==> config.mk <==
export PLATFORM = sky130hd
export DESIGN_NAME = core_top
export DESIGN_NICKNAME = d
export VERILOG_FILES = /design/src/hw/core_cfg_pkg.sv /design/src/hw/core_io_pkg.sv /design/src/hw/analogizer_config.sv /design/src/hw/arcade_inputs.sv /design/src/hw/control_mapper.sv /design/src/hw/core_settings.sv /design/src/hw/core_top.sv /design/src/hw/reset_stretch.sv /design/src/hw/video_output.sv
export SDC_FILE = /design/constraint.sdc
export NUM_CORES = 1
export LEC_CHECK = 0
export ABC_AREA = 1
export BUFFER_PORTS_ARGS = -buffer_cell sky130_fd_sc_hd__buf_2
export CORE_AREA = 2 2 125 127
export DETAILED_ROUTE_END_ITERATION = 7
export DIE_AREA = 0 0 127 129
export HOLD_SLACK_MARGIN = 0.08
export PLACE_DENSITY = 0.77
export SETUP_SLACK_MARGIN = 0.1
export SKIP_LAST_GASP = 1
export SYNTH_ARGS = -nofsm -noshare
export SYNTH_HDL_FRONTEND = slang
export SYNTH_HIERARCHICAL = 1
export SYNTH_SLANG_ARGS = --single-unit
==> constraint.sdc <==
create_clock -name clk_74a -period 1.7 [get_ports clk_74a]
set_input_delay 0.34 -clock clk_74a [delete_from_list [all_inputs] [get_ports clk_74a]]
set_output_delay 0.34 -clock clk_74a [all_outputs]
set_load 0.01 [all_outputs]
==> src/hw/core_cfg_pkg.sv <==
//////////////////////////////
// core configuration package
// bridge bus widths, setting register addresses
// and the DIP switch word handed to the game core
//////////////////////////////

package core_cfg_pkg;

    // bridge bus
    typedef logic [31:0] bridge_addr_t;
    typedef logic [31:0] bridge_data_t;

    // setting registers, exact match only
    localparam bridge_addr_t addr_lives          = 32'h2000_0000;
    localparam bridge_addr_t addr_difficulty     = 32'h3000_0000;
    localparam bridge_addr_t addr_bonus          = 32'h4000_0000;
    localparam bridge_addr_t addr_demo_sounds    = 32'h5000_0000;
    localparam bridge_addr_t addr_reset          = 32'h8000_0000;
    localparam bridge_addr_t addr_analogizer_ena = 32'hF200_0000;
    localparam bridge_addr_t addr_analogizer_cfg = 32'hF700_0000;

    // setting fields
    typedef logic [1:0] lives_t;
    typedef logic [2:0] difficulty_t;
    typedef logic [2:0] bonus_t;

    // dip word with its two bytes already swapped for the core
    // upper half is the original low byte, lower half the original high byte
    typedef struct packed {
        logic [1:0]  zero_lo;
        difficulty_t difficulty;
        bonus_t      bonus;
        logic        demo_sounds;
        logic        zero_mid;
        lives_t      lives;
        logic [3:0]  zero_hi;
    } dip_word_t;

endpackage

==> src/hw/core_io_pkg.sv <==
//////////////////////////////
// core i/o package
// pad, SNAC and video types, plus the
// analog stick thresholds
//////////////////////////////

package core_io_pkg;

    // pocket and SNAC pad words
    // key bits 0..3 up/down/left/right, 4 A, 14 select, 15 start
    typedef logic [15:0] cont_key_t;
    // stick word, 7:0 X and 15:8 Y
    typedef logic [31:0] cont_joy_t;
    // one stick axis
    typedef logic [7:0] axis_t;

    // SNAC controller type, anything not listed is digital
    typedef enum logic [4:0] {
        snac_none     = 5'h00,
        snac_analog_a = 5'h12,
        snac_analog_b = 5'h13
    } snac_type_t;

    // which SNAC pad lands on which player
    typedef enum logic [1:0] {
        p1_to_p1,
        p1_to_p2,
        both_straight,
        both_swapped
    } snac_assign_t;

    // analogizer config word, bits 11:0 of the bridge word
    typedef struct packed {
        logic         blank_screen;
        logic [3:0]   video_type;
        snac_assign_t assignment;
        snac_type_t   cont_type;
    } analogizer_cfg_t;

    // arcade control word, msb first
    typedef struct packed {
        logic up;
        logic down;
        logic left;
        logic right;
        logic fire;
        logic start;
        logic coin;
    } arcade_ctrl_t;

    // colour, 4 or 8 bits per channel, red on top
    typedef logic [11:0] rgb12_t;
    typedef logic [23:0] rgb24_t;

    typedef struct packed {
        logic hs;
        logic vs;
        logic hblank;
        logic vblank;
    } video_sync_t;

    // stick deadzone, idle sits near 7f
    localparam axis_t stick_low  = 8'h40;
    localparam axis_t stick_high = 8'hC0;

endpackage

==> src/hw/analogizer_config.sv <==
//////////////////////////////
// analogizer config register
// SNAC type, player assignment, video type
// and screen blank, readable over the bridge
//////////////////////////////

`timescale 1ns/100ps

module analogizer_config
    import core_cfg_pkg::*;
    import core_io_pkg::*;
(
    input  logic            clk_74a,
    input  logic            reset,
    input  bridge_addr_t    bridge_addr,
    input  logic            bridge_rd,
    input  logic            bridge_wr,
    input  bridge_data_t    bridge_wr_data,
    output bridge_data_t    bridge_rd_data,
    output analogizer_cfg_t cfg
);

    logic cfg_hit;

    assign cfg_hit = (bridge_addr == addr_analogizer_cfg);

    // low 12 bits of the write are the whole word
    always_ff @(posedge clk_74a) begin
        if (reset) begin
            cfg <= '0;
        end else if (bridge_wr && cfg_hit) begin
            cfg <= analogizer_cfg_t'(bridge_wr_data[11:0]);
        end
    end

    // only read source on the bus
    // zero-extended word at its address, zero elsewhere
    always_comb begin
        bridge_rd_data = '0;
        if (bridge_rd && cfg_hit) begin
            bridge_rd_data[11:0] = cfg;
        end
    end

endmodule

==> src/hw/arcade_inputs.sv <==
//////////////////////////////
// arcade input packer
// p1 pad to the 7-bit control word,
// select release becomes a long coin pulse
//////////////////////////////

`timescale 1ns/100ps

module arcade_inputs import core_io_pkg::*; #(
    parameter int COIN_PULSE_CYCLES = 1048575
) (
    input  logic         clk_74a,
    input  logic         reset,
    input  cont_key_t    p1_controls,
    output arcade_ctrl_t arcade_controls
);

    localparam int CNT_W = $clog2(COIN_PULSE_CYCLES + 1);

    logic             select_q;
    logic             select_fall;
    logic [CNT_W-1:0] coin_cnt;

    // coin is on select, bit 14
    assign select_fall = select_q && !p1_controls[14];

    // coin counter, loads only when idle
    always_ff @(posedge clk_74a) begin
        if (reset) begin
            select_q <= 1'b0;
            coin_cnt <= '0;
        end else begin
            select_q <= p1_controls[14];
            if (coin_cnt != '0) begin
                coin_cnt <= coin_cnt - 1'b1;
            end else if (select_fall) begin
                coin_cnt <= CNT_W'(COIN_PULSE_CYCLES);
            end
        end
    end

    // output word, coin one stage behind the counter load
    always_ff @(posedge clk_74a) begin
        if (reset) begin
            arcade_controls <= '0;
        end else begin
            arcade_controls.up    <= p1_controls[0];
            arcade_controls.down  <= p1_controls[1];
            arcade_controls.left  <= p1_controls[2];
            arcade_controls.right <= p1_controls[3];
            arcade_controls.fire  <= p1_controls[4];
            arcade_controls.start <= p1_controls[15];
            arcade_controls.coin  <= (coin_cnt != '0);
        end
    end

endmodule

==> src/hw/control_mapper.sv <==
//////////////////////////////
// player control mapper
// picks pocket or SNAC pads per player,
// analog sticks decoded to directions
//////////////////////////////

`timescale 1ns/100ps

module control_mapper import core_io_pkg::*; (
    input  logic            clk_74a,
    input  logic            reset,
    input  cont_key_t       cont1_key,
    input  cont_key_t       cont2_key,
    input  cont_key_t       snac1_key,
    input  cont_key_t       snac2_key,
    input  cont_joy_t       snac1_joy,
    input  cont_joy_t       snac2_joy,
    input  analogizer_cfg_t cfg,
    input  logic            analogizer_ena,
    output cont_key_t       p1_controls,
    output cont_key_t       p2_controls
);

    logic      snac_is_analog;
    logic      snac_off;
    cont_key_t snac1_pad;
    cont_key_t snac2_pad;

    // direction bits from the stick when analog, else buttons 0..3 as is
    function automatic cont_key_t snac_dirs(
        input cont_key_t key,
        input cont_joy_t joy,
        input logic      analog
    );
        axis_t     x;
        axis_t     y;
        cont_key_t pad;
        x   = joy[7:0];
        y   = joy[15:8];
        pad = key;
        if (analog) begin
            pad[0] = (y < stick_low);
            pad[1] = (y > stick_high);
            pad[2] = (x < stick_low);
            pad[3] = (x > stick_high);
        end
        return pad;
    endfunction

    assign snac_is_analog = (cfg.cont_type == snac_analog_a) ||
                            (cfg.cont_type == snac_analog_b);
    assign snac_off       = (cfg.cont_type == snac_none) || !analogizer_ena;

    assign snac1_pad = snac_dirs(snac1_key, snac1_joy, snac_is_analog);
    assign snac2_pad = snac_dirs(snac2_key, snac2_joy, snac_is_analog);

    ////////////////////////////////
    // source select, one register stage
    ////////////////////////////////
    always_ff @(posedge clk_74a) begin
        if (reset) begin
            p1_controls <= '0;
            p2_controls <= '0;
        end else if (snac_off) begin
            // plain pocket pads
            p1_controls <= cont1_key;
            p2_controls <= cont2_key;
        end else begin
            case (cfg.assignment)
                p1_to_p1: begin
                    p1_controls <= snac1_pad;
                    p2_controls <= cont1_key;
                end
                p1_to_p2: begin
                    // player two sees raw SNAC1 buttons, no stick decode
                    p1_controls <= cont1_key;
                    p2_controls <= snac1_key;
                end
                both_straight: begin
                    p1_controls <= snac1_pad;
                    p2_controls <= snac2_pad;
                end
                both_swapped: begin
                    p1_controls <= snac2_pad;
                    p2_controls <= snac1_pad;
                end
                default: begin
                    p1_controls <= cont1_key;
                    p2_controls <= cont2_key;
                end
            endcase
        end
    end

endmodule

==> src/hw/core_settings.sv <==
//////////////////////////////
// setting registers
// host writes over the bridge, packed
// into the core DIP word
//////////////////////////////

`timescale 1ns/100ps

module core_settings import core_cfg_pkg::*; (
    input  logic         clk_74a,
    input  logic         reset,
    input  bridge_addr_t bridge_addr,
    input  logic         bridge_wr,
    input  bridge_data_t bridge_wr_data,
    output dip_word_t    dips,
    output logic         analogizer_ena,
    output logic         reset_toggle
);

    lives_t      lives;
    difficulty_t difficulty;
    bonus_t      bonus;
    logic        demo_sounds;

    // one register per address, only the low bits are kept
    always_ff @(posedge clk_74a) begin
        if (reset) begin
            lives          <= '0;
            difficulty     <= '0;
            bonus          <= '0;
            demo_sounds    <= 1'b0;
            analogizer_ena <= 1'b0;
            reset_toggle   <= 1'b0;
        end else if (bridge_wr) begin
            case (bridge_addr)
                addr_lives:          lives          <= bridge_wr_data[1:0];
                addr_difficulty:     difficulty     <= bridge_wr_data[2:0];
                addr_bonus:          bonus          <= bridge_wr_data[2:0];
                addr_demo_sounds:    demo_sounds    <= bridge_wr_data[0];
                addr_analogizer_ena: analogizer_ena <= bridge_wr_data[0];
                // any write flips it, data ignored
                addr_reset:          reset_toggle   <= ~reset_toggle;
                default: ;
            endcase
        end
    end

    // byte-swapped layout lives in the struct itself
    always_comb begin
        dips             = '0;
        dips.difficulty  = difficulty;
        dips.bonus       = bonus;
        dips.demo_sounds = demo_sounds;
        dips.lives       = lives;
    end

endmodule

==> src/hw/core_top.sv <==
//////////////////////////////
// core top level
// bridge registers, reset, controls and
// video glue around the game core
//////////////////////////////

`timescale 1ns/100ps

module core_top
    import core_cfg_pkg::*;
    import core_io_pkg::*;
#(
    parameter int RESET_HOLD        = 2097151,
    parameter int COIN_PULSE_CYCLES = 1048575
) (
    input  logic         clk_74a,
    input  logic         reset,
    // bridge, single host master
    input  logic         bridge_reset,
    input  bridge_addr_t bridge_addr,
    input  logic         bridge_rd,
    input  logic         bridge_wr,
    input  bridge_data_t bridge_wr_data,
    output bridge_data_t bridge_rd_data,
    // pads
    input  cont_key_t    cont1_key,
    input  cont_key_t    cont2_key,
    input  cont_key_t    snac1_key,
    input  cont_key_t    snac2_key,
    input  cont_joy_t    snac1_joy,
    input  cont_joy_t    snac2_joy,
    // game core side
    input  rgb12_t       core_rgb,
    input  video_sync_t  core_sync,
    output dip_word_t    dips,
    output logic         core_reset,
    output arcade_ctrl_t arcade_controls,
    // scaler side
    output rgb24_t       video_rgb,
    output logic         video_de,
    output logic         video_hs,
    output logic         video_vs
);

    logic            analogizer_ena;
    logic            reset_toggle;
    analogizer_cfg_t cfg;
    cont_key_t       p1_controls;

    ////////////////////////////////
    // bridge registers, address decode only
    ////////////////////////////////
    core_settings u_settings (
        .clk_74a        (clk_74a),
        .reset          (reset),
        .bridge_addr    (bridge_addr),
        .bridge_wr      (bridge_wr),
        .bridge_wr_data (bridge_wr_data),
        .dips           (dips),
        .analogizer_ena (analogizer_ena),
        .reset_toggle   (reset_toggle)
    );

    analogizer_config u_analogizer_cfg (
        .clk_74a        (clk_74a),
        .reset          (reset),
        .bridge_addr    (bridge_addr),
        .bridge_rd      (bridge_rd),
        .bridge_wr      (bridge_wr),
        .bridge_wr_data (bridge_wr_data),
        .bridge_rd_data (bridge_rd_data),
        .cfg            (cfg)
    );

    reset_stretch #(
        .RESET_HOLD (RESET_HOLD)
    ) u_reset (
        .clk_74a      (clk_74a),
        .reset        (reset),
        .bridge_reset (bridge_reset),
        .reset_toggle (reset_toggle),
        .core_reset   (core_reset)
    );

    ////////////////////////////////
    // controls
    ////////////////////////////////
    // player two output left open, the core takes one player
    control_mapper u_mapper (
        .clk_74a        (clk_74a),
        .reset          (reset),
        .cont1_key      (cont1_key),
        .cont2_key      (cont2_key),
        .snac1_key      (snac1_key),
        .snac2_key      (snac2_key),
        .snac1_joy      (snac1_joy),
        .snac2_joy      (snac2_joy),
        .cfg            (cfg),
        .analogizer_ena (analogizer_ena),
        .p1_controls    (p1_controls),
        .p2_controls    ()
    );

    arcade_inputs #(
        .COIN_PULSE_CYCLES (COIN_PULSE_CYCLES)
    ) u_arcade (
        .clk_74a         (clk_74a),
        .reset           (reset),
        .p1_controls     (p1_controls),
        .arcade_controls (arcade_controls)
    );

    ////////////////////////////////
    // video
    ////////////////////////////////
    video_output u_video (
        .clk_74a        (clk_74a),
        .reset          (reset),
        .core_rgb       (core_rgb),
        .core_sync      (core_sync),
        .cfg            (cfg),
        .analogizer_ena (analogizer_ena),
        .video_rgb      (video_rgb),
        .video_de       (video_de),
        .video_hs       (video_hs),
        .video_vs       (video_vs)
    );

endmodule

==> src/hw/reset_stretch.sv <==
//////////////////////////////
// manual reset stretcher
// toggle change starts a long core reset,
// merged with bridge and system reset
//////////////////////////////

`timescale 1ns/100ps

module reset_stretch #(
    parameter int RESET_HOLD = 2097151
) (
    input  logic clk_74a,
    input  logic reset,
    input  logic bridge_reset,
    input  logic reset_toggle,
    output logic core_reset
);

    localparam int CNT_W = $clog2(RESET_HOLD + 1);

    typedef enum logic {
        st_idle,
        st_hold
    } state_t;

    state_t           state;
    logic             toggle_q;
    logic [CNT_W-1:0] hold_cnt;

    always_ff @(posedge clk_74a) begin
        if (reset) begin
            state    <= st_idle;
            toggle_q <= 1'b0;
            hold_cnt <= '0;
        end else begin
            // tracked every cycle, so a flip mid-stretch is swallowed
            toggle_q <= reset_toggle;
            case (state)
                st_idle: begin
                    if (reset_toggle != toggle_q) begin
                        state    <= st_hold;
                        hold_cnt <= CNT_W'(RESET_HOLD - 1);
                    end
                end
                st_hold: begin
                    // counts down to zero, RESET_HOLD cycles in total
                    if (hold_cnt == '0) begin
                        state <= st_idle;
                    end else begin
                        hold_cnt <= hold_cnt - 1'b1;
                    end
                end
                default: state <= st_idle;
            endcase
        end
    end

    assign core_reset = (state == st_hold) | bridge_reset | reset;

endmodule

==> src/hw/video_output.sv <==
//////////////////////////////
// video output formatter
// blanking, 4 to 8 bit colour and
// sync edge pulses, one cycle latency
//////////////////////////////

`timescale 1ns/100ps

module video_output import core_io_pkg::*; (
    input  logic            clk_74a,
    input  logic            reset,
    input  rgb12_t          core_rgb,
    input  video_sync_t     core_sync,
    input  analogizer_cfg_t cfg,
    input  logic            analogizer_ena,
    output rgb24_t          video_rgb,
    output logic            video_de,
    output logic            video_hs,
    output logic            video_vs
);

    rgb12_t pixel;
    logic   active;
    logic   hs_q;
    logic   vs_q;

    // pocket screen forced black when the analogizer drives the display
    assign pixel  = (cfg.blank_screen && analogizer_ena) ? '0 : core_rgb;
    assign active = !(core_sync.hblank || core_sync.vblank);

    // colour, zero in blanking
    always_ff @(posedge clk_74a) begin
        if (active) begin
            video_rgb <= {{2{pixel[11:8]}}, {2{pixel[7:4]}}, {2{pixel[3:0]}}};
        end else begin
            video_rgb <= '0;
        end
    end

    // data enable and rising-edge sync pulses
    always_ff @(posedge clk_74a) begin
        if (reset) begin
            video_de <= 1'b0;
            video_hs <= 1'b0;
            video_vs <= 1'b0;
            hs_q     <= 1'b0;
            vs_q     <= 1'b0;
        end else begin
            video_de <= active;
            video_hs <= core_sync.hs && !hs_q;
            video_vs <= core_sync.vs && !vs_q;
            hs_q     <= core_sync.hs;
            vs_q     <= core_sync.vs;
        end
    end

endmodule

==> flow_summary.yaml <==
setup_path:
  cp.arrival_ps: 1380
  r2r-start: "u_arcade/coin_cnt[1]"
  path_max_fanout: 6
  start_kind: "input port"
  r2r_cells: 9
  regToRegEndpoint: "u_arcade/coin_cnt[17]"
  ff2ff_setup_slack_ps: 220
  critPathCaptureType: "output port"
  path_class: "input port to output port"
  required_ps: 1360
clocking:
  cts_tree: "done"
  clkSlewWorstSetupHoldPaths_ps: 70
  cts_buffer_depth: 2
  htreeDepth: 3
  ctsHoldBuffers: 0
  clk_latency_ps: 350
  cts_made_buffers: 9
  cts_sinks: 98
  cts_root_buf: "clkbuf_16"
global_route:
  antenna_found_initial: 2
  grt_use_total_pct: 17.9
  grt_pass1_wl_mm: 24.0
  grt_pass1_vias: 5221
  grt_max_degree: 25
  grt-ovfl-total: 0
synth:
  synth_warnings: 6
  syn_area_per_cell_um2: 6.36
  syn_inst: 960
  netlist_area_mm2: 0.00610
status:
  status: "complete, but fails checks"
  violations: "setup timing"
layout:
  fin_util_pct: 51.1
  multi_input_area_mm2: 0.00342
  regArea_mm2: 0.00196
  most-common-layout-cells: "nand2_1, nor2_1, buf_2"
  diodes: 0
  final_common_cell: "nand2_1"
  nFillCells: 1457
  nets: 1345
  final_layout_size_suffix_gt1_share_pct: 30.7
  final_cell_area_mm2: 0.00765
  syn_to_final_growth_pct: 25.4
detailed_routing:
  drc: 0
  num_vias: 6198
  viasPerCell: 4.69
  drt_iter0_drc: 336
  dr.pass1.iters: 5
  ant_nets: 0
  route.detailed.wl_per_inst_um: 12.0
  totalWireLength_mm: 15.8
pwr:
  powerDensity_mw_per_mm2: 1040
  p_leak_nw: 3.97
  vdd_ir_drop_max_v: 0.000657
flow_run:
  maxCapViolCount: 0
min_path:
  min_to: "u_video/video_de"
  min_from: "core_sync[1]"
  min_path_type: "input port to register"
  min_path_cells: 2
floorplanning:
  rows: 45
  die_area_mm2: 0.0164
  die_h_um: 129
  pin_count: 296
  core_area_mm2: 0.0150
  fp.dieW_um: 127
  initial_core_util_pct: 40.8
sta:
  setup_viol: 4
  slew_violations: 0
  rsz0062_at_grt: "true"
  hold_viol_final: 0
  finClkSkew_ps: 11.6
  period_needed_ps: 1720
  fin_crit_sh_pct: 101
  fmax_mhz: 582
  finalWorstSetupSlack_ps: -19.3
placement:
  gp_congestion: 0.892
  dpl_cell_area_mm2: 0.00695
  place_hpwl_mm: 11.7
  numPortBuffers: 173
## metrics by stage
stage          total power, mW  hold slack (ps)  setup WS, ps  instances  setup TNS, ps
2_1_floorplan             5.22              374           191        985              0
3_3_place_gp              5.72              378         -42.7       1298           -258
3_5_place_dp              5.80              389          -111       1298           -615
4_1_cts                   7.79              169          10.2       1316              0
5_1_grt                   8.59              165         -67.1       1321           -492
6_report                  7.99              181         -19.3       1321          -42.0
## worst max-delay path, stage by stage
cell	delay, ps
buf_2	110
inv_1	80
nand2_2	70
nor2_4	130
nand2_4	60
nor2_4	100
nand3_4	100
buf_12	160
nor2_4	110
buf_6	100
## cell type report
type                            instances  area share [%]
Clock inverter                          6           0.670
Multi-Input combinational cell        690            44.7
Tap cell                              188            3.07
Inverter                              127            6.35
Sequential cell                        98            25.6
Clock buffer                           10            2.99
Timing Repair Buffer                  202            16.6
## sequential cells by signal, indices dropped and copies added, names as in the netlist, 2 cells and up
| signal | count |
|---|---|
| u_settings/difficulty | 3 |
| u_analogizer_cfg/cfg | 12 |
| u_reset/hold_cnt | 21 |
| u_arcade/arcade_controls | 7 |
| u_mapper/p1_controls | 7 |
| u_settings/lives | 2 |
| u_video/video_rgb | 12 |
| u_settings/bonus | 3 |
| u_arcade/coin_cnt | 20 |
## repair_timing
action / in CTS / in global routing
gates resized for setup: 29 / 75
setup endpoints to repair: 12 / 43
cloned: 1 / 1
pin swaps: 17 / 20
setup buffers: 1 / 4
## power breakdown
part,total [mW],internal (mW),switching [mW]
combinational,3.26,1.21,2.05
clock,1.95,1.01,0.936
sequential,2.78,2.54,0.239
## worst max-delay path by stage
stage,start,to,slack [ps],cells past startpoint
6_report,bridge_addr[11],bridge_rd_data[7],-20,10
5_1_grt,bridge_addr[11],bridge_rd_data[4],-70,10
4_1_cts,bridge_addr[21],bridge_rd_data[1],10,10
3_5_place_dp,bridge_addr[6],bridge_rd_data[10],-110,10
3_3_place_gp,bridge_addr[6],bridge_rd_data[7],-40,10
2_1_floorplan,bridge_addr[2],bridge_rd_data[10],190,8
## metal layers
| metal | wire length [µm] | GRT usage [%] | vias up | share of wire (%) |
|---|---|---|---|---|
| met3 | 1100 | 4.32 | 25 | 6.9 |
| met5 | 0 | 0 | - | 0 |
| met2 | 7880 | 30.7 | 183 | 50 |
| met1 | 6580 | 22.9 | 2788 | 42 |
| met4 | 274 | 4.20 | 0 | 1.7 |
| li1 | - | - | 3202 | - |
Note: power is estimated with default switching activity, not from simulation.
